--- src/source/icache_plru.sv ---
`timescale 1ns/100ps

module icache_plru #(
	parameter int WORD_PER_LINE = 8,
	parameter int SET_ASSOC = 4,
	parameter int CACHE_SIZE = 16 * 1024
) (
	input  logic i_clk,
	input  logic i_rst,
	input  logic [$clog2(CACHE_SIZE / (WORD_PER_LINE * 4 * SET_ASSOC))-1:0] i_index,
	input  logic i_touch,
	input  logic [$clog2(SET_ASSOC)-1:0] i_touch_way,
	output logic [$clog2(SET_ASSOC)-1:0] o_victim_way
);

	localparam int SETS = CACHE_SIZE / (WORD_PER_LINE * 4 * SET_ASSOC);
	localparam int TREE_W = SET_ASSOC - 1;

	typedef logic [TREE_W-1:0] tree_t;

	tree_t [SETS-1:0] tree_q;
	tree_t cur;
	tree_t nxt;

	assign cur = tree_q[i_index];

	if (SET_ASSOC == 4) begin : g_four
		// bit 0 is the root, bit 1 covers ways 0/1, bit 2 ways 2/3
		always_comb begin
			o_victim_way = cur[0] ? {1'b1, cur[2]} : {1'b0, cur[1]};
			nxt = cur;
			nxt[0] = ~i_touch_way[1];  // point at the other half
			if (i_touch_way[1])
				nxt[2] = ~i_touch_way[0];
			else
				nxt[1] = ~i_touch_way[0];
		end
	end else begin : g_two
		assign o_victim_way = cur;
		assign nxt = ~i_touch_way;  // way not touched last
	end

	always_ff @(posedge i_clk) begin
		if (i_rst)
			tree_q <= '0;
		else if (i_touch)
			tree_q[i_index] <= nxt;
	end

endmodule

--- config.mk ---
export PLATFORM = sky130hd
export DESIGN_NAME = icache_plru
export DESIGN_NICKNAME = d
export VERILOG_FILES = /design/src/source/icache_plru.sv
export SDC_FILE = /design/constraint.sdc
export NUM_CORES = 1
export LEC_CHECK = 0
export BUFFER_PORTS_ARGS = -buffer_cell sky130_fd_sc_hd__buf_4
export CORE_MARGIN = 3
export CORE_UTILIZATION = 50
export CTS_BUF_LIST = sky130_fd_sc_hd__clkbuf_8
export DETAILED_ROUTE_END_ITERATION = 10
export PLACE_DENSITY_LB_ADDON = 0.1
export SYNTH_ARGS = -nofsm -noshare
export SYNTH_HDL_FRONTEND = slang
export SYNTH_SLANG_ARGS = --single-unit
--- constraint.sdc ---
create_clock -name i_clk -period 3.7 [get_ports i_clk]
set_input_delay 0.555 -clock i_clk [delete_from_list [all_inputs] [get_ports i_clk]]
set_output_delay 0.555 -clock i_clk [all_outputs]
set_load 0.1 [all_outputs]
==> summary.md <==
| Metric | Value |
|---|---|
| Hold_buf cts | `0` |
| TNS Setup | `0 ps` |
| Vias in the first global route | `14.3k` |
| Yosys top cell area share | `44.3%` |
| Syn Nets | `1,988` |
| Largest net degree at the start of global routing | `147` |
| Initial antenna violation count | `0` |
| Sw Share | `between 20% and 30%` |
| Synth top cells by count | `dfxtp_1, nor2_1, nand3b_1, o21ai_0, a21oi_1` |
| Post-route minimum period | `3600 ps` |
| IO Pins | `14` |
| Largest cells by area after synthesis | `dfxtp_1, nand3b_1, nor2_1` |
| EDFF count, synth | `0` |
| Worst skew pair latency | `approximately 620 ps` |
| Hold Path Sink | `tree_q[342]$_SDFFE_PP0P_` |
| CTS buffer count | `66` |
| Vias/cell | `6.05` |
| Max FFs per register | `~380` |
| CTS tree | `yes` |
| Sequential area share after synthesis | `44.3%` |
| Most flop-heavy register | `tree_q` |
| Setup WS post-layout | `96.3 ps` |
| Reg2reg setup slack | `1030 ps` |
| Final setup fails | `0` |
| Die Area | `roughly 37,000 sq um` |
| Post-route cell area | `19,600 sq um` |
| DRT antenna net count | `0` |
| Top-count cell post-synth | `dfxtp_1` |
| WL per Instance | `21.4 microns` |
| Ys Warns | `0` |
| Place WS | `-89.3 ps` |
| Initial Util | `51.2%` |
| Slew @ Worst Pin | `between 800 and 900 ps` |
| Synth-to-layout area growth | `13.2%` |
| Global-route wire length before repair | `83.3 mm` |
| Unrepaired setup endpoints after global routing | `false` |
| Synth Instances | `1,976` |
| Core Util, Final | `58.0%` |
| # diodes | `0` |
| Power Density | `442 nW/um^2` |
| Placed inst area | `18,300 sq um` |
| Biggest regs | `tree_q: 384 flops` |
| Setup crit end kind | `primary output` |
| R2R cell count | `9` |
| Initial DRC Count | `between 1.5k and 2k` |
| Global route overflow | `0` |
| Row count | `67` |
| Clock buffer depth | `3` |
| Design Power | `approximately 8.7 mW` |
| Router iterations before antenna repair | `7` |
| Start point of the worst hold path | `tree_q[342]$_SDFFE_PP0P_` |
| CP Data Required Time | `approximately 3100 ps` |
| Clock power frac | `43.0%` |
| Crit-path max FO | `25` |
| WL final | `53.5 mm` |
| Final hold violation count | `0` |
| Die Y | `slightly below 200 microns` |
| Post-DP HPWL | `35.3 mm` |
| Reg power frac | `a little under half` |
| R2r startpoint | `tree_q[361]$_SDFFE_PP0P_` |
| Ys async rst share | `0%` |
| CTS root buf | `clkbuf_8` |
| DRC | `0` |
| FILL cells | `3,117` |
| Power share of the combinational group | `9.1%` |
| CP Class | `in2out` |
| I/O Buffers | `13` |
| Status | `completed` |
| Skew final | `24.8 ps` |
| Max-cap violation count | `0` |
| Layout cells sized above 1 | `16.9%` |
| Hold Crit Class | `reg2reg` |
| Ys flop type | `dfxtp_1` |
| Rel. slew slack | `45.1%` |
| RePlAce Congestion | `~0.90` |
| Nets | `a little over 2k` |
| Peak Freq | `277 MHz` |
| #FFs+latches synth | `384` |
| Hold Path Stages | `2` |
| Max-slew violations | `0` |
| Tcrit/Tclk final | `97.4%` |
| H-tree levels | `3` |
| CP startpoint kind | `input port` |
| R2r endpoint | `tree_q[352]$_SDFFE_PP0P_` |
| Syn Area/Cell | `8.77 sq um` |
| Die Wd | `192 microns` |
| Internal power | `6.45 mW` |
| Mapped Area | `between 15,000 and 20,000 sq um` |
| Max VDD drop | `0.372 mV` |
| Worst-path clk slew | `60 ps` |
| CP arrival | `between 3000 and 4000 ps` |
| Vias | `15.1k` |
| Synth area leader | `dfxtp_1` |
| Sw Pwr | `2.22 mW` |
| Clock sink count | `384` |
| Core area | `33,900 sq um` |
| Leak Pwr | `7.16 nW` |
| Gr usage total | `slightly below 30%` |
| Synth cell types | `60` |
-- timing repair --
| action | CTS | global route |
|---|---|---|
| setup buffers | 0 | 1 |
| gates resized for setup | 2 | 7 |
| gates cloned | 0 | 0 |
| endpoints found under the setup margin | 1 | 1 |
| pin swaps | 0 | 3 |
-- how the worst max path moves through the flow --
stage | startpoint | to | depth (start not counted)
2_1_floorplan | i_index[2] | o_victim_way[0] | 12
3_3_place_gp | i_index[2] | o_victim_way[0] | 11
3_5_place_dp | i_index[2] | o_victim_way[0] | 11
4_1_cts | tree_q[258]$_SDFFE_PP0P_ | o_victim_way[0] | 8
5_1_grt | i_index[0] | o_victim_way[0] | 11
6_report | i_index[1] | o_victim_way[0] | 11
-- final cells by class --
cell class | count | area (sq um) | share of cell area [%]
clock buffer | 81 | 1110 | 5.68
clock inverter | 28 | 146 | 0.746
inverter | 6 | 22.5 | 0.115
multi-input combinational | 1430 | 8870 | 45.2
sequential | 384 | 7690 | 39.2
tap | 448 | 561 | 2.86
timing repair buffer | 124 | 1220 | 6.23
-- power by group through the flow --
stage	Sequential, mW	Combinational (mW)	Clock [mW]
after floorplan	4.24	0.471	0
after global placement	4.24	0.756	0
after detailed placement	4.24	0.762	0
after CTS	4.15	0.768	3.80
after global routing	4.15	0.822	3.99
final	4.15	0.786	3.73
-- layout by cell type, fill, tap and decap left out, types with 45 or more instances in the layout --
master,instances
dfxtp_1,384
clkbuf_8,82
a221oi_1,61
nand2_1,147
buf_4,99
nand3b_1,256
o21ai_2,55
a21oi_1,149
o21ai_0,214
nor2_1,292
mux2_2,45
-- stage by stage --
stage,hold WS (ps),std cells
2_1_floorplan,449,1976
4_1_cts,479,2500
5_1_grt,502,2501
6_report,482,2501
3_5_place_dp,472,2391
3_3_place_gp,460,2391
-- per-layer routing --
| metal | global-route usage [%] | wire length [microns] | vias up |
|---|---|---|---|
| li1 | - | - | 7227 |
| met1 | 40.2 | 24400 | 7225 |
| met2 | 44.4 | 23700 | 568 |
| met3 | 6.00 | 3650 | 112 |
| met4 | 10.3 | 1720 | 0 |
| met5 | 0 | 0 | - |
-- critical path, stage by stage --
cell,delay [ps]
buf_4,180
buf_4,180
and2_2,210
buf_12,180
a22oi_1,170
o22ai_1,120
a22o_1,260
a221o_1,300
nor4b_4,330
mux2_4,350
buf_6,190
-- cell families after synthesis --
family	Yosys count	synth area share, %
AO/OA/AOI/OAI	583	21.6
buffers and inverters	162	4.90
flip-flops	384	44.3
multiplexers	96	6.52
AND/OR/NAND/NOR	751	22.7
No activity file was read; power rests on OpenSTA's default activity.
