### config.mk
export PLATFORM = sky130hd
export DESIGN_NAME = icache_ctrl
export DESIGN_NICKNAME = d
export VERILOG_FILES = /design/src/source/icache_bus_pkg.sv /design/src/source/icache_ctrl_pkg.sv /design/src/source/icache_ctrl.sv
export SDC_FILE = /design/constraint.sdc
export NUM_CORES = 1
export LEC_CHECK = 0
export ABC_AREA = 1
export BUFFER_PORTS_ARGS = -buffer_cell sky130_fd_sc_hd__clkbuf_2
export CORE_AREA = 5 5 158 160
export DETAILED_ROUTE_END_ITERATION = 16
export DIE_AREA = 0 0 163 165
export PLACE_DENSITY = 0.6
export SLEW_MARGIN = 15
export SYNTH_ARGS = -nofsm -noshare
export SYNTH_HDL_FRONTEND = slang
export SYNTH_SLANG_ARGS = --single-unit
### constraint.sdc
create_clock -name i_clk -period 1.5 [get_ports i_clk]
set_input_delay 0.075 -clock i_clk [delete_from_list [all_inputs] [get_ports i_clk]]
set_output_delay 0.075 -clock i_clk [all_outputs]
set_load 0.01 [all_outputs]
### src/source/icache_bus_pkg.sv
package icache_bus_pkg;

	// one address or instruction word
	typedef logic [31:0] word_t;

	// line fill request, addr is line aligned
	typedef struct packed {
		logic  valid;
		word_t addr;
	} mem_req_t;

	// one beat of the line coming back
	typedef struct packed {
		logic  valid;
		logic  last;  // final beat of the line
		word_t data;
	} mem_resp_t;

endpackage

### src/source/icache_ctrl_pkg.sv
package icache_ctrl_pkg;

	import icache_bus_pkg::*;

	typedef struct packed {
		logic  valid;
		word_t addr;  // virtual
	} fetch_req_t;

	typedef struct packed {
		logic  valid;
		word_t data;
	} fetch_rsp_t;

	typedef enum logic [1:0] {
		op_none,
		op_index_inv,
		op_index_store_tag,
		op_hit_inv
	} cache_op_t;

	typedef struct packed {
		cache_op_t op;
		word_t     addr;
		word_t     tag;  // low TAG_WIDTH bits used
	} cache_op_req_t;

	typedef enum logic [1:0] {
		st_invalidate,
		st_lookup,
		st_refill,
		st_maint
	} icache_state_t;

endpackage

### src/source/icache_ctrl.sv
`timescale 1ns/100ps

module icache_ctrl
	import icache_bus_pkg::*;
	import icache_ctrl_pkg::*;
#(
	parameter int WORD_PER_LINE = 8,
	parameter int SET_ASSOC = 4,
	parameter int CACHE_SIZE = 16 * 1024,
	parameter int TAG_WIDTH = 20
) (
	input  logic i_clk,
	input  logic i_rst,
	input  fetch_req_t i_fetch,
	input  word_t i_pa,
	input  cache_op_req_t i_cop,
	input  logic i_hit,
	input  logic [$clog2(SET_ASSOC)-1:0] i_hit_way,
	input  logic [SET_ASSOC-1:0][TAG_WIDTH-1:0] i_way_tag,
	input  word_t i_rdata,
	input  logic [$clog2(SET_ASSOC)-1:0] i_victim_way,
	input  logic i_crit_valid,
	input  word_t i_fill_data,
	input  logic i_fill_done,
	output fetch_rsp_t o_fetch_rsp,
	output logic o_stall,
	output logic o_ready,
	output logic [$clog2(CACHE_SIZE / (WORD_PER_LINE * 4 * SET_ASSOC))-1:0] o_rindex,
	output logic [$clog2(CACHE_SIZE / (SET_ASSOC * 4))-1:0] o_raddr,
	output logic [$clog2(SET_ASSOC)-1:0] o_way_sel,
	output logic [SET_ASSOC-1:0] o_tag_wen,
	output logic [$clog2(CACHE_SIZE / (WORD_PER_LINE * 4 * SET_ASSOC))-1:0] o_tag_windex,
	output logic o_tag_wvalid,
	output logic [TAG_WIDTH-1:0] o_tag_wtag,
	output logic [$clog2(CACHE_SIZE / (WORD_PER_LINE * 4 * SET_ASSOC))-1:0] o_lru_index,
	output logic o_lru_touch,
	output logic [$clog2(SET_ASSOC)-1:0] o_lru_touch_way,
	output logic o_fill_start,
	output word_t o_line_pa,
	output logic [$clog2(WORD_PER_LINE)-1:0] o_crit_offset
);

	localparam int SETS = CACHE_SIZE / (WORD_PER_LINE * 4 * SET_ASSOC);
	localparam int LINE_OFF = $clog2(WORD_PER_LINE * 4);
	localparam int WORD_BITS = $clog2(WORD_PER_LINE);
	localparam int INDEX_W = $clog2(SETS);
	localparam int WAY_W = $clog2(SET_ASSOC);

	typedef logic [INDEX_W-1:0] index_t;
	typedef logic [TAG_WIDTH-1:0] tag_t;
	typedef logic [WAY_W-1:0] way_t;

	icache_state_t state_q, state_d;
	index_t sweep_q;
	logic s2_valid_q;
	index_t s2_index_q;
	index_t fetch_index;
	index_t miss_index_q;
	tag_t miss_tag_q;
	way_t miss_way_q;
	cache_op_req_t cop_q;
	index_t cop_index;
	way_t cop_way;
	tag_t cop_tag;
	logic miss;
	logic cop_go;

	assign fetch_index = i_fetch.addr[LINE_OFF +: INDEX_W];
	assign cop_index = cop_q.addr[LINE_OFF +: INDEX_W];
	assign cop_way = cop_q.addr[LINE_OFF + INDEX_W +: WAY_W];  // bits above the index
	assign cop_tag = cop_q.addr[31 -: TAG_WIDTH];

	assign miss = state_q == st_lookup && s2_valid_q && !i_hit;
	assign o_ready = state_q == st_lookup && !s2_valid_q;
	assign cop_go = o_ready && i_cop.op != op_none;  // takes the read port this cycle
	assign o_stall = state_q != st_lookup || miss;

	always_comb begin
		state_d = state_q;
		case (state_q)
			st_invalidate: if (sweep_q == index_t'(SETS - 1)) state_d = st_lookup;
			st_lookup: begin
				if (miss)
					state_d = st_refill;
				else if (cop_go)
					state_d = st_maint;
			end
			st_refill: if (i_fill_done) state_d = st_lookup;
			st_maint: state_d = st_lookup;
			default: state_d = st_invalidate;
		endcase
	end

	always_ff @(posedge i_clk) begin
		if (i_rst) begin
			state_q <= st_invalidate;
			sweep_q <= '0;
			s2_valid_q <= 1'b0;
		end else begin
			state_q <= state_d;
			if (state_q == st_invalidate)
				sweep_q <= sweep_q + 1'b1;
			s2_valid_q <= state_q == st_lookup && !o_stall && !cop_go && i_fetch.valid;
		end
	end

	always_ff @(posedge i_clk) begin
		s2_index_q <= fetch_index;
		if (miss) begin
			miss_index_q <= s2_index_q;
			miss_tag_q <= i_pa[31 -: TAG_WIDTH];
			miss_way_q <= i_victim_way;
		end
		if (cop_go)
			cop_q <= i_cop;
	end

	// hit word from the arrays, or the critical beat during refill
	assign o_fetch_rsp.valid = (state_q == st_lookup && s2_valid_q && i_hit) ||
		(state_q == st_refill && i_crit_valid);
	assign o_fetch_rsp.data = (state_q == st_refill) ? i_fill_data : i_rdata;

	assign o_rindex = cop_go ? cop_index_in(i_cop.addr) : fetch_index;
	assign o_raddr = {fetch_index, i_fetch.addr[2 +: WORD_BITS]};
	assign o_way_sel = (state_q == st_refill) ? miss_way_q : i_hit_way;

	assign o_lru_index = s2_index_q;
	assign o_lru_touch = state_q == st_lookup && s2_valid_q;
	assign o_lru_touch_way = i_hit ? i_hit_way : i_victim_way;  // victim becomes newest

	assign o_fill_start = miss;
	assign o_line_pa = {i_pa[31:LINE_OFF], {LINE_OFF{1'b0}}};
	assign o_crit_offset = i_pa[2 +: WORD_BITS];

	function automatic index_t cop_index_in(input word_t addr);
		return addr[LINE_OFF +: INDEX_W];
	endfunction

	always_comb begin
		o_tag_wen = '0;
		o_tag_windex = sweep_q;
		o_tag_wvalid = 1'b0;
		o_tag_wtag = '0;
		case (state_q)
			st_invalidate: o_tag_wen = '1;  // sweep clears all ways
			st_refill: begin
				o_tag_windex = miss_index_q;
				o_tag_wvalid = 1'b1;
				o_tag_wtag = miss_tag_q;
				if (i_fill_done)
					o_tag_wen[miss_way_q] = 1'b1;
			end
			st_maint: begin
				o_tag_windex = cop_index;
				o_tag_wtag = cop_q.tag[TAG_WIDTH-1:0];
				case (cop_q.op)
					op_index_inv: o_tag_wen[cop_way] = 1'b1;
					op_index_store_tag: begin
						o_tag_wen[cop_way] = 1'b1;
						o_tag_wvalid = 1'b1;
					end
					op_hit_inv: begin
						for (int w = 0; w < SET_ASSOC; w++)
							o_tag_wen[w] = i_way_tag[w] == cop_tag;
					end
					default: o_tag_wen = '0;
				endcase
			end
			default: o_tag_wen = '0;
		endcase
	end

endmodule

==> results.sh <==
export IMPL_status="finished with violations"
export IMPL_violations="negative setup slack"
export IMPL_setup_ws_ps=-445
export IMPL_setup_tns_ps=-20680
export IMPL_synth_top_area_share=0.407
export IMPL_startpoint_type="register"
export IMPL_hold_start="i_pa[2]"
export IMPL_pin_count=416
export IMPL_hold_path_end="o_crit_offset[0]"
export IMPL_cts_buffers=9
export IMPL_worst_setup_hold_path_clk_slew_ps=80
export IMPL_r2r_slack_ps=-180
export IMPL_drt_initial_drc_count=276
export IMPL_finish_utilization=0.462
export IMPL_clkLatencyLatePin_ps=350
export IMPL_yosys_warnings=0
export IMPL_setup_viol=124
export IMPL_cts_root_buf="clkbuf_16"
export IMPL_r2r_end="cop_q[64]"
export IMPL_yosysUniqueCellTypes=32
export IMPL_max_freq_mhz=514
export IMPL_synth_seq_cells=95
export IMPL_timing_final_crit_share=1.30
export IMPL_hold_viol=0
export IMPL_slew_viol_final=0
export IMPL_wl_per_cell_um=16.9
export IMPL_die_h_um=165
export IMPL_rows=56
export IMPL_r2r_start="state_q[1]"
export IMPL_drcViolationCount=0
export IMPL_drv_cap=0
export IMPL_coreArea_um2=23300
export IMPL_seq_area_frac_synth=0.467
export IMPL_grt_first_pass_wirelength_um=37200
export IMPL_crit_type="reg -> out"
export IMPL_arrival_ps=1870
export IMPL_holdWs_ps=150
export IMPL_drive_gt1_frac=0.504
export IMPL_worstRegToRegCells=9
export IMPL_fin_crit_ps=1950
export IMPL_cts_tree="built"
export IMPL_syn_area_um2=5750
export IMPL_cts_buffer_depth=2
export IMPL_nNetsFinal=1526
export IMPL_syn_to_final_growth_pct=86.9
export IMPL_first_pass_iters=4
export IMPL_min_path_type="in -> out"
export IMPL_grt_max_degree=19
export IMPL_synth_area_leaders="edfxtp_1 (41%), nand2_1 (23%), buf_4 (6.7%)"
export IMPL_gr_total_overflow=0
export IMPL_via_per_inst=4.30
export IMPL_power_per_cell_area_nw_per_um2=589
export IMPL_total_power_mw=6.33
export IMPL_critPathCaptureType="output pin"
export IMPL_worst_ep_required_time_ps=1420
export IMPL_ant_nets=0
export IMPL_cts_sinks=95
export IMPL_vias=6714
export IMPL_die_area_um2=26900
export IMPL_avgSynthCellArea_um2=7.54
export IMPL_grt_pass1_vias=6829
export IMPL_cts_max_level=3
export IMPL_final_cell_mix="clkbuf_2 (280), nand2_1 (239), nand2_2 (81), dlygate4sd3_1 (80), edfxtp_1 (78)"
export IMPL_hpwl_um=18700
export IMPL_dieWidth_um=163
export IMPL_grtUsageTotal=0.181
export IMPL_rsz0062_at_grt="yes"
export IMPL_synth_cells=762
export IMPL_antenna_found_initial=0
export IMPL_p_leak_nw=5.37
export IMPL_io_buffers=343
export IMPL_final_common_cell="clkbuf_2"
export IMPL_whs_path_depth=0
export IMPL_drt_total_wl_um=26500
export IMPL_n_fill_cell=2196
export IMPL_peakVddDrop_mv=0.574
export IMPL_yosys_area_top_type="edfxtp_1"
export IMPL_start_util=0.247
export IMPL_fin_worst_skew_ps=8.93
export IMPL_place_gp_congestion=0.874
export IMPL_critPathMaxFanout=4
==> per-layer routing <==
| metal | vias to the layer above | global-route usage | part of all wire |
|---|---|---|---|
| met2 | 288 | 0.317 | 0.52 |
| li1 | 3317 | - | - |
| met5 | - | 0 | 0 |
| met1 | 3068 | 0.211 | 0.38 |
| met4 | 0 | 0.0667 | 0.028 |
| met3 | 41 | 0.0514 | 0.078 |
==> critical path, cell delays in order, from the launching register on <==
cell,delay [ps]
edfxtp_1,480
buf_4,170
nand2_1,90
nand2_1,60
nor2_1,80
nand2_1,70
nor2_2,120
nand3_2,80
nand2_2,100
nand2_2,70
nand3_2,80
buf_8,110
==> synthesized netlist by cell type <==
| cell | count |
|---|---|
| ha_1 | 4 |
| or2_0 | 3 |
| nor3_2 | 1 |
| a31oi_1 | 1 |
| o211ai_1 | 6 |
| inv_4 | 1 |
| or2_1 | 2 |
| clkbuf_1 | 2 |
| nand3_1 | 22 |
| conb_1 | 1 |
| xor2_1 | 3 |
| o21ai_0 | 15 |
| inv_1 | 65 |
| nand4_1 | 3 |
| nor3_1 | 5 |
| a21oi_1 | 6 |
| buf_4 | 51 |
| edfxtp_1 | 78 |
| nand2_1 | 347 |
| nor4_1 | 2 |
| xnor2_1 | 8 |
| nor2_4 | 2 |
| a22o_1 | 21 |
| o21ai_1 | 2 |
| inv_2 | 28 |
| nor2_2 | 3 |
| nor2_1 | 52 |
| dfxtp_1 | 17 |
| o31ai_1 | 1 |
| o21ai_4 | 1 |
| buf_2 | 6 |
| or2_2 | 3 |
==> repair_timing <==
action | CTS | global route
endpoints found under the setup margin | 76 | 158
pin swaps | 45 | 55
gates cloned | 11 | 4
hold buffers | 80 | 0
resized for setup | 143 | 208
hold endpoints to repair | 83 | 0
buffers inserted | 35 | 18
==> where the power goes <==
part	internal (mW)	switching, mW
logic	0.602	0.526
clock network	1.16	1.17
registers	2.86	0.0122
==> cells by family (layout without fill, tap and decap cells) <==
kind of cell | after synthesis | in the layout | synth area share
AO/OA/AOI/OAI | 53 | 53 | 0.0651
XOR/XNOR | 11 | 11 | 0.0168
adder cells (fa/ha/maj) | 4 | 4 | 0.00871
buffers and inverters | 153 | 630 | 0.135
flip-flops | 95 | 95 | 0.467
other | 1 | 6 | 0.000652
AND/OR/NAND/NOR | 445 | 445 | 0.307
==> per-stage QoR <==
stage          instances  worst slack, ps  cell area (um^2)
6_report            1563             -445             10700
5_1_grt             1562             -585             10700
4_1_cts             1552             -441             10100
3_5_place_dp        1410             -124              7910
3_3_place_gp        1410             -141              7910
2_1_floorplan        766             4.15              5770
==> flip-flops by register name, indices dropped and copies added (netlist names) <==
| register | cells |
|---|---|
| miss_index_q | 7 |
| cop_q | 42 |
| sweep_q | 7 |
| miss_way_q | 2 |
| miss_tag_q | 20 |
| cop_index | 7 |
| s2_valid_q | 1 |
| state_q | 2 |
| o_lru_index | 7 |
==> how the worst max path moves through the flow <==
stage | slack (ps) | from | cells past startpoint | to
after floorplan | 4 | state_q[1] | 6 | miss_index_q[0]
after global placement | -140 | cop_q[60] | 9 | o_tag_wen[0]
after detailed placement | -120 | cop_q[64] | 10 | o_tag_wen[0]
after CTS | -440 | cop_q[45] | 11 | o_tag_wen[1]
after global routing | -590 | cop_q[61] | 12 | o_tag_wen[2]
final | -450 | cop_q[53] | 11 | o_tag_wen[2]
==> final cells by class <==
| cell class | instances | area (um^2) | share of cell area |
|---|---|---|---|
| multi-input combinational | 518 | 2860 | 0.266 |
| inverter | 94 | 398 | 0.0370 |
| timing repair buffer | 520 | 4110 | 0.383 |
| clock inverter | 7 | 61.3 | 0.00571 |
| antenna | 1 | 2.50 | 0.000233 |
| tap | 319 | 399 | 0.0371 |
| clock buffer | 9 | 225 | 0.0210 |
| sequential | 95 | 2690 | 0.250 |
No activity file was read; power rests on OpenSTA's default activity.
