`config.mk`:
```
export PLATFORM = sky130hd
export DESIGN_NAME = icache_refill
export DESIGN_NICKNAME = d
export VERILOG_FILES = /design/src/source/icache_bus_pkg.sv /design/src/source/icache_refill.sv
export SDC_FILE = /design/constraint.sdc
export NUM_CORES = 1
export LEC_CHECK = 0
export BUFFER_PORTS_ARGS = -buffer_cell sky130_fd_sc_hd__buf_2
export CAP_MARGIN = 15
export CORE_AREA = 2 2 78 80
export DETAILED_ROUTE_END_ITERATION = 6
export DIE_AREA = 0 0 80 82
export PLACE_DENSITY_LB_ADDON = 0.1
export SLEW_MARGIN = 25
export SYNTH_ARGS = -nofsm -noshare
export SYNTH_HDL_FRONTEND = slang
export SYNTH_SLANG_ARGS = --single-unit
export TNS_END_PERCENT = 30
```
`constraint.sdc`:
```
create_clock -name i_clk -period 1.2 [get_ports i_clk]
set_clock_uncertainty 0.2 [all_clocks]
set_input_delay 0.06 -clock i_clk [delete_from_list [all_inputs] [get_ports i_clk]]
set_output_delay 0.06 -clock i_clk [all_outputs]
set_load 0.005 [all_outputs]
```
`src/source/icache_bus_pkg.sv`:
```
package icache_bus_pkg;

	// one address or instruction word
	typedef logic [31:0] word_t;

	// line fill request, addr is line aligned
	typedef struct packed {
		logic  valid;
		word_t addr;
	} mem_req_t;

	// one beat of the line coming back
	typedef struct packed {
		logic  valid;
		logic  last;  // final beat of the line
		word_t data;
	} mem_resp_t;

endpackage

```
`src/source/icache_refill.sv`:
```
`timescale 1ns/100ps

module icache_refill
	import icache_bus_pkg::*;
#(
	parameter int WORD_PER_LINE = 8,
	parameter int SET_ASSOC = 4,
	parameter int CACHE_SIZE = 16 * 1024
) (
	input  logic i_clk,
	input  logic i_rst,
	input  logic i_start,
	input  word_t i_line_pa,
	input  logic [$clog2(WORD_PER_LINE)-1:0] i_crit_offset,
	input  logic i_mem_req_ready,
	input  mem_resp_t i_mem_resp,
	output mem_req_t o_mem_req,
	output logic o_fill_wen,
	output logic [$clog2(CACHE_SIZE / (SET_ASSOC * 4))-1:0] o_fill_addr,
	output word_t o_fill_data,
	output logic o_crit_valid,
	output logic o_fill_done
);

	localparam int LINE_OFF = $clog2(WORD_PER_LINE * 4);
	localparam int WORD_BITS = $clog2(WORD_PER_LINE);
	localparam int INDEX_W = $clog2(CACHE_SIZE / (WORD_PER_LINE * 4 * SET_ASSOC));

	logic busy_q;
	logic req_valid_q;
	word_t req_addr_q;
	logic [WORD_BITS-1:0] beat_q;
	logic [WORD_BITS-1:0] crit_q;
	logic [INDEX_W-1:0] fill_index_q;
	logic beat;

	// beats only count once the request has gone out
	assign beat = busy_q && !req_valid_q && i_mem_resp.valid;

	always_ff @(posedge i_clk) begin
		if (i_rst) begin
			busy_q <= 1'b0;
			req_valid_q <= 1'b0;
			beat_q <= '0;
		end else if (i_start) begin
			busy_q <= 1'b1;
			req_valid_q <= 1'b1;
			beat_q <= '0;
		end else begin
			if (req_valid_q && i_mem_req_ready)
				req_valid_q <= 1'b0;  // accepted
			if (beat) begin
				beat_q <= beat_q + 1'b1;
				if (i_mem_resp.last)
					busy_q <= 1'b0;
			end
		end
	end

	// index bits sit inside the page offset, so pa and va agree on them
	always_ff @(posedge i_clk) begin
		if (i_start) begin
			req_addr_q <= i_line_pa;
			crit_q <= i_crit_offset;
			fill_index_q <= i_line_pa[LINE_OFF +: INDEX_W];
		end
	end

	assign o_mem_req.valid = req_valid_q;
	assign o_mem_req.addr = req_addr_q;

	assign o_fill_wen = beat;
	assign o_fill_addr = {fill_index_q, beat_q};
	assign o_fill_data = i_mem_resp.data;
	assign o_crit_valid = beat && (beat_q == crit_q);  // requested word
	assign o_fill_done = beat && i_mem_resp.last;

endmodule

```
==> qor.csv, run 1 <==
stage,metric,value,unit
setup_path,worst-path-max-fanout,3,
route,remaining_drc_errors,0,
setup_path,cp.required,0.94,ns
route,firstDrtPassIters,2,
clock_tree,clk_latency,0.28,ns
pwr,clockPowerShare,33.2,%
floorplan,fp.dieH,82,µm
pwr,internal_power,2540,µW
clock_tree,cts_tree,done,
placement,portBuffers,86,
route,ant_nets,0,
clock_tree,cts_buffer_depth,2,
synthesis,ys_ff_latch,40,
synthesis,synth.net_count,179,
floorplan,dieArea,0.00656,mm²
pwr,p_seq_share,51.7,%
route,avgViaCountPerCell,4.15,
clock_tree,htreeDepth,2,
setup_path,path_class,reg2out,
floorplan,initial_core_util,28.9,%
timing,hold_viol,0,
placement,dpl_worst_slack,-0.113,ns
timing,period_share,122,%
layout,layout-drive-gt1-share,48.5,%
global_routing,grt_usage,12.4,%
clock_tree,clock_sinks,40,
global_routing,grt_first_pass_wirelength,6120,µm
layout,antenna_cells,0,
pwr,finalPower,3210,µW
run_status,violations,setup timing,
global_routing,grt_pass1_vias,1328,
setup_path,cp.arrival,1.20,ns
setup_path,rr_worst_depth,4,
pwr,p_leak,0.00123,µW
timing,grt_setup_unrepaired,true,
layout,final_cell_mix,"84 x buf_2, 72 x dlygate4sd3_1, 35 x edfxtp_1",
floorplan,rows,28,
min_path,whs_path_depth,3,
synthesis,netlist_area,0.00166,mm²
clock_tree,clockRootBuffer,clkbuf_8,
placement,routabilityCongestion,0.756,
clock_tree,clkTransAtPathRegs,0.08,ns
layout,final_common_cell,buf_2,
layout,fillCellCount,533,
synthesis,syn_inst,105,
pwr,powerDensity,1130,mW/mm²
min_path,hp-class,in2reg,
placement,hpwl,2780,µm
timing,setup_viol,7,
floorplan,die_x,80,µm
global_routing,antenna_found_initial,0,
synthesis,ys_seq_area_share,69.2,%
timing,slew_violations,0,
run_status,status,"complete, but fails checks",
timing,slew_headroom,84.5,%
timing,fmax,0.684,GHz
pwr,p_sw_share,20.6,%
layout,ff_latch_area,0.00115,mm²
global_routing,grt_max_degree,22,
timing,worst_slack,-0.261,ns
floorplan,io_pins,151,
layout,fin_nets,312,
pwr,vdd_drop_max,0.000728,V
global_routing,grt.overflow.total,0,
floorplan,coreArea,0.00575,mm²
clock_tree,numCtsBuffers,5,
route,drt_wl_total,4180,µm
synthesis,synth_warnings,0,
setup_path,endpoint_kind,primary output,
route,avgRoutedWirePerCell,13.3,µm
layout,area_growth,70.6,%
layout,final_util,49.4,%
synthesis,avgSynthCellArea,15.8,µm²
pwr,power_switching,661,µW
layout,multi_input_area,211,µm²
timing,period_needed,1.46,ns
pwr,comb_power_share,15.1,%
synthesis,synth_cell_types,20,
flow_run,cap_violations,0,
setup_path,critPathLaunchType,flip-flop,
route,dr.first_iter.drc_count,36,
timing,worstMarginPinSlew,0.233,ns
route,vias,1303,
## critical path, cell delays in order, from the launching register on
cell     delay, ns
dfxtp_2       0.33
buf_6         0.12
xnor2_2       0.15
and4_4        0.23
buf_6         0.09
## kinds of logic (layout without fill, tap and decap cells)
family          Yosys count  in the layout  synth area share, %
simple gates             12             12                 5.19
flops                    40             40                 69.2
compound gates            2              2                 1.20
mux                       3              3                 2.48
xor+xnor                  3              3                 1.58
fa+ha+maj                 1              1                0.752
buf+inv                  44            178                 19.6
## Yosys cell counts, drive strengths merged
cell type / number / area (µm²)
xnor2: 3 / 26.3
a311oi: 1 / 15.0
nor3: 2 / 10.0
dfxtp: 5 / 100
ha: 1 / 12.5
nor2: 1 / 3.75
nor3b: 4 / 30.0
and2: 1 / 7.51
mux2: 3 / 41.3
nand4b: 1 / 8.76
or2b: 1 / 7.51
buf: 43 / 322
edfxtp: 35 / 1050
a21oi: 1 / 5.00
and4: 1 / 10.0
inv: 1 / 3.75
and3b: 1 / 8.76
## worst paths after layout
path	start	end	slack, ns
worst max-delay path	beat_q[0]	o_crit_valid	-0.26
worst min-delay path	i_start	busy_q	0.02
worst max register to register	beat_q[0]	beat_q[1]	-0.20
worst min register to register	req_valid_q	req_valid_q	0.37
## metal layers
metal / vias up / track usage, % / share of wire, %
li1: 593 / - / -
met1: 608 / 11.8 / 32
met2: 97 / 25.0 / 57
met3: 5 / 3.96 / 9.8
met4: 0 / 4.07 / 1.2
met5: - / 0 / 0
## power by group through the flow
stage	logic, µW	registers [µW]	clock network (µW)
final	483	1660	1060
after floorplan	154	1700	0
after CTS	483	1660	1100
after global placement	273	1680	0
after global routing	529	1670	1160
after detailed placement	273	1690	0
## what timing repair did
item | 4_1_cts | 5_1_grt
setup endpoints to repair | 7 | 7
setup buffers | 2 | 2
resized for setup | 10 | 2
hold endpoints to repair | 70 | 0
hold buffers | 72 | 0
pin swaps | 6 | 3
## final cells by class
cell class | count | share of cell area (%)
clock buffers | 5 | 2.43
clock inverters | 3 | 1.32
inverters | 1 | 0.132
multi-input cells | 21 | 7.45
flip-flops and latches | 40 | 40.7
well taps | 75 | 3.31
repair buffers | 169 | 44.6
## registers in the layout, indices dropped and copies added, names as in the netlist
signal	cells
beat_q	3
busy_q	1
crit_q	3
req_addr_q	32
req_valid_q	1
## stage by stage
step | area [µm²] | setup TNS, ns | hold WS (ns) | cells
6_report | 2840 | -1.25 | 0.0246 | 314
3_5_place_dp | 1930 | -0.458 | -0.0800 | 230
4_1_cts | 2810 | -1.12 | 0.0180 | 312
5_1_grt | 2840 | -1.54 | 0.0313 | 314
2_1_floorplan | 1670 | -0.146 | -0.0411 | 105
3_3_place_gp | 1930 | -0.355 | -0.0800 | 230
No activity file was read; power rests on OpenSTA's default activity.
==> run 2, diff against run 1 <==
CORE_AREA = 2 2 92 68   (was 2 2 78 80)
DIE_AREA = 0 0 94 70   (was 0 0 80 82)
==> run 2 against run 1 <==
  * The flow still finishes with violations (setup timing)
  * Cell area down 0.88%
  * Hold slack lost 0.0080 ns
  * Register-to-register slack about the same
  * Combinational power hardly changed
  * Die area rose by 0.30%
  * Sequential power is essentially flat
  * Via count down 2.8%
  * Maximum frequency grew 2.1%
==> qor.csv, run 2 (synthesis gave the netlist of run 1 again) <==
stage,metric,value,unit
run_status,status,"complete, but fails checks",
run_status,violations,setup timing,
setup_path,cp.required,0.94,ns
timing,worst_slack,-0.231,ns
route,avgViaCountPerCell,4.02,
layout,area_growth,69.1,%
layout,antenna_cells,0,
min_path,whs_path_depth,3,
setup_path,path_class,reg2out,
setup_path,cp.arrival,1.17,ns
clock_tree,numCtsBuffers,5,
layout,final_common_cell,buf_2,
min_path,hp-class,in2reg,
route,remaining_drc_errors,0,
global_routing,antenna_found_initial,0,
clock_tree,clk_latency,0.28,ns
floorplan,rows,24,
setup_path,ff2ff_setup_slack,-0.20,ns
global_routing,grt.overflow.total,0,
layout,final_cell_mix,"83 x buf_2, 72 x dlygate4sd3_1, 35 x edfxtp_1",
timing,hold_viol,0,
route,firstDrtPassIters,4,
timing,grt_setup_unrepaired,true,
pwr,vdd_drop_max,0.000611,V
setup_path,endpoint_kind,primary output,
timing,period_needed,1.43,ns
layout,final_util,48.0,%
floorplan,fp.dieH,70,µm
pwr,finalPower,2990,µW
floorplan,initial_core_util,28.4,%
floorplan,coreArea,0.00586,mm²
timing,period_share,119,%
timing,slew_headroom,84.9,%
placement,dpl_worst_slack,-0.106,ns
clock_tree,htreeDepth,2,
setup_path,critPathLaunchType,flip-flop,
floorplan,io_pins,151,
timing,fmax,0.699,GHz
floorplan,dieArea,0.00658,mm²
flow_run,cap_violations,0,
route,ant_nets,0,
global_routing,grt_pass1_vias,1356,
setup_path,rr_worst_depth,4,
clock_tree,clkTransAtPathRegs,0.07,ns
timing,worstMarginPinSlew,0.226,ns
timing,slew_violations,0,
layout,final_area,0.00281,mm²
route,drt_wl_total,4090,µm
layout,regMostFlops,req_addr_q,
layout,layout-drive-gt1-share,48.9,%
layout,reg.largest.list,"req_addr_q (32), beat_q (3), crit_q (3)",
clock_tree,clockRootBuffer,clkbuf_8,
global_routing,grt_usage,12.0,%
route,dr.first_iter.drc_count,25,
timing,hold_slack,0.0166,ns
pwr,powerDensity,1060,mW/mm²
global_routing,grt_max_degree,31,
route,avgRoutedWirePerCell,13.0,µm
layout,fin_nets,311,
global_routing,grt_first_pass_wirelength,6110,µm
clock_tree,clock_sinks,40,
route,vias,1266,
placement,place_area,0.00194,mm²
timing,setup_viol,7,
clock_tree,cts_tree,done,
placement,routabilityCongestion,0.712,
setup_path,worst-path-max-fanout,4,
clock_tree,cts_buffer_depth,2,
floorplan,die_x,94,µm
placement,portBuffers,86,
pwr,p_leak,0.00121,µW
layout,largest_register_ffs,32,
[run 2: stage by stage]
stage / instances / setup TNS, ns
final: 315 / -1.08
after global routing: 315 / -1.38
after CTS: 313 / -0.960
after detailed placement: 233 / -0.390
after global placement: 233 / -0.250
after floorplan: 105 / -0.146
[run 2: final cells by class]
| class | instances | area, µm² |
|---|---|---|
| Multi-Input combinational cell | 21 | 204 |
| Fill cell | 507 | 3040 |
| Tap cell | 78 | 97.6 |
| Clock inverter | 2 | 12.5 |
| Timing Repair Buffer | 168 | 1270 |
| Sequential cell | 40 | 1160 |
| Inverter | 1 | 3.75 |
| Clock buffer | 5 | 68.8 |
[run 2: repair_timing]
| action | in CTS | in global routing |
|---|---|---|
| hold buffers | 72 | 0 |
| pin swaps | 3 | 2 |
| gates cloned | 0 | 0 |
| setup endpoints to repair | 7 | 7 |
| hold endpoints to repair | 71 | 0 |
| gates resized for setup | 2 | 12 |
| buffers inserted | 1 | 2 |
[run 2: path summary, 6_finish.rpt]
| check | endpoint | start |
|---|---|---|
| setup / recovery | o_crit_valid | beat_q[0] |
| hold / removal | busy_q | i_start |
| setup reg to reg | beat_q[1] | beat_q[1] |
| hold reg to reg | busy_q | busy_q |
[run 2: metal layers]
metal	global-route usage [%]	vias to the layer above	wire length [µm]
met5	0	-	0
met4	2.90	0	29
met3	3.99	5	363
met2	23.7	91	2250
met1	12.0	581	1440
li1	-	589	-
[run 2: worst max-delay path, stage by stage (launching register included)]
cell	delay, ns
dfxtp_2	0.33
buf_6	0.12
xnor2_1	0.13
and4_4	0.23
buf_6	0.09
[run 2: where the power goes]
| part | internal (µW) | switching (µW) | leakage, µW | total [µW] |
|---|---|---|---|---|
| clock network | 394 | 451 | 0.0000400 | 844 |
| registers | 1620 | 32.7 | 0.000385 | 1660 |
| logic | 316 | 169 | 0.000787 | 484 |
| total | 2330 | 652 | 0.00121 | 2990 |
==> run 3, diff against run 2 <==
RECOVER_POWER = 100   (was not set)
==> run 3 against run 2 <==
  * Utilization decreased by 0.30 points
  * Count of clock-buffer cells in the layout unchanged
  * Die area unchanged
  * Sequential power about the same
  * Largest cell class unchanged
  * Setup slack got worse by 0.00078 ns
  * Cell area decreased by 0.62%
  * Critical path depth unchanged
  * Sequential cell count unchanged
  * The run ends with hold timing, setup timing left
==> qor.csv, run 3 (synthesis gave the netlist of run 1 again) <==
stage,metric,value,unit
run_status,status,"complete, but fails checks",
setup_path,ff2ff_setup_slack,-0.19,ns
floorplan,fp.dieH,70,µm
global_routing,grt.overflow.total,0,
setup_path,crit_top_cell,buf_6,
pwr,finalPower,2980,µW
layout,layout-drive-gt1-share,48.1,%
placement,portBuffers,86,
flow_run,cap_violations,0,
pwr,vdd_drop_max,0.000611,V
route,avgRoutedWirePerCell,13.0,µm
pwr,p_leak,0.00120,µW
min_path,hold_path_end,busy_q,
timing,hold_slack,-0.00776,ns
layout,final_cell_mix,"81 x buf_2, 72 x dlygate4sd3_1, 35 x edfxtp_1",
global_routing,antenna_found_initial,0,
setup_path,cp.required,0.94,ns
layout,final_common_cell,buf_2,
run_status,violations,"hold timing, setup timing",
floorplan,dieArea,0.00658,mm²
floorplan,io_pins,151,
layout,fin_nets,311,
setup_path,path_cells,buf_6 > xnor2_1 > and4_4 > buf_6,
min_path,whs_path_depth,3,
floorplan,initial_core_util,28.4,%
layout,largest_register_ffs,32,
clock_tree,cts_tree,done,
route,drt_wl_total,4100,µm
layout,area_growth,68.0,%
floorplan,rows,24,
setup_path,rr_endpoint,beat_q[1],
setup_path,cp_top_family,flip-flops,
timing,setup_viol,7,
route,dr.first_iter.drc_count,30,
clock_tree,clockRootBuffer,clkbuf_8,
timing,slew_headroom,72.3,%
min_path,hold_path_startpoint,i_start,
layout,final_area,0.00279,mm²
route,firstDrtPassIters,3,
layout,reg.largest.list,"req_addr_q (32), beat_q (3), crit_q (3)",
timing,period_share,119,%
layout,regMostFlops,req_addr_q,
route,ant_nets,0,
setup_path,cp.arrival,1.17,ns
layout,fillCellCount,508,
timing,worstMarginPinSlew,0.415,ns
clock_tree,clock_sinks,40,
route,remaining_drc_errors,0,
clock_tree,clkTransAtPathRegs,0.07,ns
timing,tns,-1.07,ns
global_routing,grt_max_degree,31,
placement,routabilityCongestion,0.712,
setup_path,cpPeakStageDelay,0.33,ns
timing,slew_violations,0,
clock_tree,clk_latency,0.28,ns
global_routing,grt_usage,12.0,%
timing,grt_setup_unrepaired,true,
timing,hold_viol,1,
setup_path,endpoint_kind,primary output,
setup_path,r2r_start,beat_q[1],
placement,place_area,0.00194,mm²
global_routing,grt_pass1_vias,1356,
setup_path,worst-path-max-fanout,4,
layout,antenna_cells,0,
clock_tree,numCtsBuffers,5,
setup_path,path_class,reg2out,
floorplan,coreArea,0.00586,mm²
timing,period_needed,1.43,ns
clock_tree,cts_buffer_depth,2,
timing,fmax,0.698,GHz
pwr,powerDensity,1070,mW/mm²
global_routing,grt_first_pass_wirelength,6110,µm
setup_path,cp_slowest_cell,dfxtp_2,
clock_tree,htreeDepth,2,
setup_path,rr_worst_depth,4,
layout,fin_cells,315,
floorplan,die_x,94,µm
setup_path,critPathLaunchType,flip-flop,
placement,dp_cells,233,
route,avgViaCountPerCell,4.03,
setup_path,path_buf_inv,2,
timing,worst_slack,-0.232,ns
route,vias,1268,
min_path,hp-class,in2reg,
-- run 3: per-stage QoR --
step                utilization (%)  setup slack (ns)  hold WS [ns]
CTS                            47.0            -0.242       0.00469
global placement               33.1           -0.0786       -0.0799
detailed placement             33.1            -0.106       -0.0799
finish                         47.7            -0.232      -0.00776
floorplan                         -           -0.0826       -0.0411
global route                   47.7            -0.297       0.00901
-- run 3: repair_timing --
item | in CTS | in global routing
cloned | 0 | 0
endpoints found under the setup margin | 7 | 7
endpoints found under the hold margin | 71 | 0
gates resized for setup | 2 | 12
pin swaps | 3 | 2
hold buffers | 72 | 0
setup buffers | 1 | 2
-- run 3: worst min-delay path: stages --
cell and delay (ns):
buf_2 0.16, nor2_1 0.14, a311oi_2 0.06
-- run 3: power breakdown --
group | total, µW | internal [µW] | switching [µW]
combinational | 477 | 309 | 168
sequential | 1660 | 1620 | 32.8
clock | 847 | 394 | 454
-- run 3: area by class of cell --
cell class | count | area [µm²] | area share (%)
tap | 78 | 97.6 | 3.49
clock buffer | 5 | 68.8 | 2.46
timing repair buffer | 168 | 1250 | 44.8
inverter | 1 | 3.75 | 0.134
sequential | 40 | 1160 | 41.4
multi-input combinational | 21 | 204 | 7.30
clock inverter | 2 | 12.5 | 0.448
-- run 3: metal layers --
layer	share of wire, %	GRT usage, %	wire, µm
met5	0	0	0
met1	36	12.0	1470
met4	0.66	2.90	27
met2	55	23.7	2240
met3	8.9	3.99	364
-- run 3: how the worst max path moves through the flow --
stage,start,endpoint,cells past startpoint
after floorplan,beat_q[1],beat_q[1],3
after global placement,beat_q[1],beat_q[1],3
after detailed placement,req_valid_q,beat_q[0],2
after CTS,req_valid_q,o_crit_valid,3
after global routing,beat_q[0],o_crit_valid,4
final,beat_q[0],o_crit_valid,4
